## src/hw/rob_consts.svh

```systemverilog
//////////////////////////////////////////////////
// sizes and widths for the ROB engine
// ROB_ENTRIES must be a power of two, 2**TAG_W
// so that head and tail wrap by overflow
//////////////////////////////////////////////////

`ifndef ROB_CONSTS_SVH
`define ROB_CONSTS_SVH

// reorder buffer depth
`define ROB_ENTRIES 32

// entry index, also the tag carried by issue and result packets
`define TAG_W 5

// architectural destination register number
`define REG_W 5

// operands and results
`define VALUE_W 64

// stages in the multiplier pipeline, result valid this many cycles after issue
`define MUL_DEPTH 3

`endif

```

## src/hw/rob_pkg.sv

```systemverilog
//////////////////////////////////////////////////
// ROB side types: operation code and entry
// the entry keeps no instruction word
//////////////////////////////////////////////////

`include "rob_consts.svh"

package rob_pkg;

  //////////////////////////////////////////////////
  // operation code
  //////////////////////////////////////////////////

  // add, sub and xor run on the ALU, mul on the multiplier
  typedef enum logic [1:0] {
    OP_ADD = 2'd0,
    OP_SUB = 2'd1,
    OP_XOR = 2'd2,
    OP_MUL = 2'd3
  } rob_op_t;

  //////////////////////////////////////////////////
  // reorder buffer entry
  //////////////////////////////////////////////////

  // valid: allocated and not yet retired
  // complete: result has come back on the bus
  typedef struct packed {
    logic                valid;
    logic                complete;
    logic [`REG_W-1:0]   dest;
    logic [`VALUE_W-1:0] value;
  } rob_entry_t;

endpackage

```

## src/hw/cdb_pkg.sv

```systemverilog
//////////////////////////////////////////////////
// packets between the ROB and the two units
// the tag is the ROB entry index of the operation
//////////////////////////////////////////////////

`include "rob_consts.svh"

package cdb_pkg;

  import rob_pkg::*;

  //////////////////////////////////////////////////
  // issue packet, ROB to execution unit
  //////////////////////////////////////////////////

  // operands travel as values, no register read
  typedef struct packed {
    logic [`TAG_W-1:0]   tag;
    rob_op_t             op;
    logic [`VALUE_W-1:0] a;
    logic [`VALUE_W-1:0] b;
  } issue_pkt_t;

  //////////////////////////////////////////////////
  // result packet on the common data bus
  //////////////////////////////////////////////////

  typedef struct packed {
    logic [`TAG_W-1:0]   tag;
    logic [`VALUE_W-1:0] value;
  } cdb_pkt_t;

endpackage

```

## src/hw/cdb_if.sv

```systemverilog
//////////////////////////////////////////////////
// result channel toward the ROB
// valid/ready, packet steady while stalled
//////////////////////////////////////////////////

`timescale 1ns/1ps

interface cdb_if import cdb_pkg::*; ();

  // a result is on offer
  logic     valid;
  // receiver takes it on this edge
  logic     ready;
  cdb_pkt_t pkt;

  //////////////////////////////////////////////////
  // modports
  //////////////////////////////////////////////////

  // driven by a unit, or by the arbiter on the bus side
  modport source (
    output valid,
    output pkt,
    input  ready
  );

  // the arbiter on the unit side, the ROB on the bus side
  modport sink (
    input  valid,
    input  pkt,
    output ready
  );

endinterface

```

## src/hw/cdb_arbiter.sv

```systemverilog
//////////////////////////////////////////////////
// two way round robin onto the common data bus
// combinational grant, loser holds its result
//////////////////////////////////////////////////

`timescale 1ns/1ps

module cdb_arbiter
  import cdb_pkg::*;
(
  input  logic  clock,
  input  logic  reset,
  cdb_if.sink   alu_res,
  cdb_if.sink   mul_res,
  cdb_if.source bus
);

  // set when the multiplier won the last transfer
  logic     last_mul;
  logic     grant_mul;
  cdb_pkt_t grant_pkt;

  //////////////////////////////////////////////////
  // grant
  //////////////////////////////////////////////////

  // on a tie the unit not served last wins
  assign grant_mul = mul_res.valid && (!alu_res.valid || !last_mul);

  assign grant_pkt = grant_mul ? mul_res.pkt : alu_res.pkt;

  assign bus.valid = alu_res.valid || mul_res.valid;
  assign bus.pkt   = grant_pkt;

  // only the winner sees bus ready
  assign alu_res.ready = bus.ready && !grant_mul;
  assign mul_res.ready = bus.ready && grant_mul;

  //////////////////////////////////////////////////
  // priority
  //////////////////////////////////////////////////

  // moves only on a completed transfer
  always_ff @(posedge clock)
  begin
    if (reset)
    begin
      last_mul <= 1'b0;
    end
    else if (bus.valid && bus.ready)
    begin
      last_mul <= grant_mul;
    end
  end

endmodule

```

## src/flat_wrapper.sv

```systemverilog
// flat-port wrapper written by rule: the top's interface ports become plain ports
module cdb_arbiter_flat import cdb_pkg::*;
  (clock, reset, alu_res_valid, alu_res_pkt, alu_res_ready, mul_res_valid, mul_res_pkt, mul_res_ready, bus_valid, bus_pkt, bus_ready);
  cdb_if alu_res_i ();
  cdb_if mul_res_i ();
  cdb_if bus_i ();
  input  logic clock;
  input  logic reset;
  input wire logic [$bits(alu_res_i.valid)-1:0] alu_res_valid;
  input wire logic [$bits(alu_res_i.pkt)-1:0] alu_res_pkt;
  output wire logic [$bits(alu_res_i.ready)-1:0] alu_res_ready;
  input wire logic [$bits(mul_res_i.valid)-1:0] mul_res_valid;
  input wire logic [$bits(mul_res_i.pkt)-1:0] mul_res_pkt;
  output wire logic [$bits(mul_res_i.ready)-1:0] mul_res_ready;
  output wire logic [$bits(bus_i.valid)-1:0] bus_valid;
  output wire logic [$bits(bus_i.pkt)-1:0] bus_pkt;
  input wire logic [$bits(bus_i.ready)-1:0] bus_ready;
  assign alu_res_i.valid = alu_res_valid;
  assign alu_res_i.pkt = alu_res_pkt;
  assign alu_res_ready = alu_res_i.ready;
  assign mul_res_i.valid = mul_res_valid;
  assign mul_res_i.pkt = mul_res_pkt;
  assign mul_res_ready = mul_res_i.ready;
  assign bus_valid = bus_i.valid;
  assign bus_pkt = bus_i.pkt;
  assign bus_i.ready = bus_ready;
  cdb_arbiter u_core (.clock(clock), .reset(reset), .alu_res(alu_res_i), .mul_res(mul_res_i), .bus(bus_i));
endmodule
```

## config.mk

```make
export PLATFORM = sky130hd
export DESIGN_NAME = cdb_arbiter_flat
export DESIGN_NICKNAME = d
export VERILOG_FILES = /design/src/hw/rob_pkg.sv /design/src/hw/cdb_pkg.sv /design/src/hw/cdb_if.sv /design/src/hw/cdb_arbiter.sv /design/src/flat_wrapper.sv
export VERILOG_INCLUDE_DIRS = /design/src /design/src/hw
export SDC_FILE = /design/constraint.sdc
export NUM_CORES = 1
export LEC_CHECK = 0
export CAP_MARGIN = 30
export CORE_AREA = 4 4 82 84
export DETAILED_ROUTE_END_ITERATION = 10
export DIE_AREA = 0 0 86 88
export DONT_BUFFER_PORTS = 1
export SETUP_SLACK_MARGIN = 0.5
export SLEW_MARGIN = 30
export SYNTH_ARGS = -nofsm -noshare
export SYNTH_HDL_FRONTEND = slang
export SYNTH_SLANG_ARGS = --single-unit
```

## constraint.sdc

```tcl
create_clock -name clock -period 3.5 [get_ports clock]
set_input_delay 0.175 -clock clock [delete_from_list [all_inputs] [get_ports clock]]
set_output_delay 0.175 -clock clock [all_outputs]
set_load 0.01 [all_outputs]
```

**Word level (Yosys, flattened, before mapping)**

Index checks and enable logic that the tools add are counted.

- Bits in registers: 1
- Logic and storage cells: 11

- Multiplexer cells: 1
- Reductions and logical operators: 9

Operator list:

| cell | count |
|---|---|
| 69-bit 2-to-1 mux | 1 |
| 1-bit logical AND | 4 |
| 1-bit logical NOT | 3 |
| 1-bit logical OR | 2 |

**Longest topological paths before layout**

- Depth in word-level cells: 5
- Depth in mapped cells: 3
- Gate-level depth less buffers: 2

**Worst setup path before layout**

Ideal clock, no wire load.

- Path kind: reg2out
- From: register u_core.last_mul
- To: output port bus_pkt[30]
- Arrival time: 1157 ps
- Required time: 3325 ps
- Slack: 2168 ps
- Stages on the path, launching flop included: 4
- Path through: dfxtp_1 > a21boi_4 > buf_4 > mux2_2

- Cells in the longest elaborated chain, start to end: 4

RTL lines:

| item | line | RTL |
|---|---|---|
| from (decl) | cdb_arbiter.sv:19 | `logic last_mul;` |
| from (signal assigned) | cdb_arbiter.sv:52 | `last_mul <= grant_mul;` |
| 1-bit logical NOT | cdb_arbiter.sv:28 | `assign grant_mul = mul_res.valid && (!alu_res.valid \|\| !last_mul);` |
| 1-bit logical OR | cdb_arbiter.sv:28 |  |
| 1-bit logical AND | cdb_arbiter.sv:28 |  |
| 69-bit 2-to-1 mux | cdb_arbiter.sv:30 | `assign grant_pkt = grant_mul ? mul_res.pkt : alu_res.pkt;` |
| to (decl) | flat_wrapper.sv:16 | `output wire logic [$bits(bus_i.pkt)-1:0] bus_pkt;` |

No other way between the ends.

**Worst setup path in the final report**

- From: register u_core.last_mul
- To: output port bus_pkt[28]

Same word-level chain as after synthesis.

==> results_dict.tcl <==
set metrics [dict create \
    crit_required_ns 3.32 \
    setup_slack_ns 1.78 \
    grt_max_degree 72 \
    top_register "u_core.last_mul" \
    maxCapViolCount 0 \
    post_cts_buffers 0 \
    place.gp.congestion 0.728 \
    relSlewSlack 0.485 \
    clk_latency_ns 0 \
    drc 0 \
    viasPerCell 4.80 \
    dr.pass1.iters 4 \
    yosys_warnings 0 \
    routed_wl_um 3540 \
    nets 222 \
    initial_core_util 0.155 \
    placementRows 28 \
    grt_pass1_wl_um 4210 \
    switching_share 0.498 \
    antenna_found_initial 0 \
    setup.worst_path.end_class "primary output" \
    holdPathEnd "u_core.last_mul" \
    syn_area_um2 916 \
    stdcell_area_um2 950 \
    die_h_um 88 \
    hold_path_depth 1 \
    drive_gt1_frac 0.857 \
    cp.arrival_ns 1.55 \
    peakVddDrop_v 0.0000667 \
    tightest_slew_ns 0.772 \
    die_area_mm2 0.00757 \
    syn2layout_area_growth_pct 3.69 \
    vias 730 \
    ctsHoldBuffers 0 \
    seqPwrFrac 0.081 \
    r2r_end "u_core.last_mul" \
    slew_violations 0 \
    io_pins 215 \
    clkSlewWorstSetupHoldPaths_ns 0 \
    hold_start "reset" \
    fin_crit_ns 1.72 \
    min_period_over_period 0.492 \
    rr_startpoint "u_core.last_mul" \
    worstPathMaxFanout 71 \
    final.setup.tns_ns 0 \
    grt_pass1_vias 711 \
    fmax_mhz 581 \
    synth.avg_cell_area_um2 11.0 \
    ctsResizeCount 0 \
    outcome "finished clean" \
    rsz0062_at_grt "false" \
    skew_ns 0 \
    netlist_instances 83 \
    pwr-share-clk 0 \
    hold_violations 0 \
    reg2regPathDepth 2 \
    place_area_um2 950 \
    grt_remaining_overflow 0 \
    largest_registers "u_core.last_mul x1" \
    drt_iter0_drc 6 \
    hpwl_um 3330 \
    p_sw_uw 82.9 \
    portBuffers 0 \
    internal_power_uw 83.6 \
    powerDensity_mw_per_mm2 175 \
    track_usage 0.0679 \
    design.core.area_mm2 0.00592 \
    synth-seq-area-share 0.0219 \
    largest_register_ffs 1 \
    dp_worst_setup_slack_ns 1.78 \
    syn-num-nets 226 \
    yosys_register_bits 1 \
    wl_per_cell_um 23.3 \
    p_total_uw 167 \
    yosysUniqueCellTypes 11 \
    crit_type "reg2out" \
    p_comb_frac 0.919 \
    hp-class "in2reg" \
    ant_nets 0 \
    reg2reg_slack_ns 2.79 \
    total_leakage_power_uw 0.000300 \
    holdWs_ns 0.259 \
    antenna_cells 0 \
    setup_viol 0 \
    die_x_um 86 \
    crit_path_start_kind "flip-flop" \
]
-- layer usage --
layer | track usage | vias to the layer above | part of all wire
met3 | 0.0263 | 0 | 0.14
li1 | - | 306 | -
met4 | 0 | 0 | 0
met5 | 0 | - | 0
met2 | 0.132 | 105 | 0.55
met1 | 0.0732 | 319 | 0.31
-- stage by stage --
step | utilization | instances
floorplan | - | 83
global placement | 0.160 | 152
detailed placement | 0.160 | 152
CTS | 0.160 | 152
global route | 0.160 | 152
finish | 0.160 | 152
-- placed cells by master, fill, tap and decap left out --
cell / instances
nor2b_1: 1
a21oi_1: 1
mux2_1: 6
or2_2: 1
buf_4: 1
and2_1: 1
a21boi_4: 1
mux2_2: 63
dfxtp_1: 1
a311oi_1: 1
-- power groups by stage --
stage	registers [µW]	clock network, µW	logic (µW)
floorplan	13.3	0	149
global placement	13.3	0	154
detailed placement	13.4	0	155
CTS	13.4	0	156
global route	13.5	0	163
finish	13.4	0	153
-- logic make-up (layout without fill, tap and decap cells) --
| family | Yosys count | after routing | share of synthesized area |
|---|---|---|---|
| AOI/OAI and AO/OA | 3 | 3 | 0.0355 |
| buffers and inverters | 7 | 1 | 0.0738 |
| muxes | 69 | 69 | 0.848 |
| DFF | 1 | 1 | 0.0219 |
| and+or+nand+nor | 3 | 3 | 0.0205 |
-- synthesized netlist by cell type --
cell	instances	area, µm²
a21boi_4	1	18.8
a21oi_1	1	5.00
a311oi_1	1	8.76
and2_1	1	6.26
buf_4	3	22.5
buf_6	4	45.0
dfxtp_1	1	20.0
mux2_1	6	67.6
mux2_2	63	709
nor2b_1	1	6.26
or2_2	1	6.26
-- final cells by class --
class | instances | area, µm²
multi-input cells | 75 | 828
repair buffers | 1 | 7.51
fillers | 656 | 4970
flip-flops and latches | 1 | 20.0
well taps | 75 | 93.8
-- worst max-delay path by stage --
stage / from / endpoint / slack (ns) / depth (start not counted)
5_1_grt: u_core.last_mul / bus_pkt[60] / 1.68 / 3
2_1_floorplan: u_core.last_mul / bus_pkt[30] / 2.17 / 3
3_3_place_gp: u_core.last_mul / bus_pkt[2] / 1.81 / 3
4_1_cts: u_core.last_mul / bus_pkt[15] / 1.77 / 3
6_report: u_core.last_mul / bus_pkt[28] / 1.78 / 3
3_5_place_dp: u_core.last_mul / bus_pkt[28] / 1.78 / 3
-- critical path, stage by stage (launching register included) --
cell and delay, ns:
dfxtp_1 0.32, a21boi_4 0.12, buf_4 0.63, mux2_2 0.45
No activity file was read; power rests on OpenSTA's default activity.
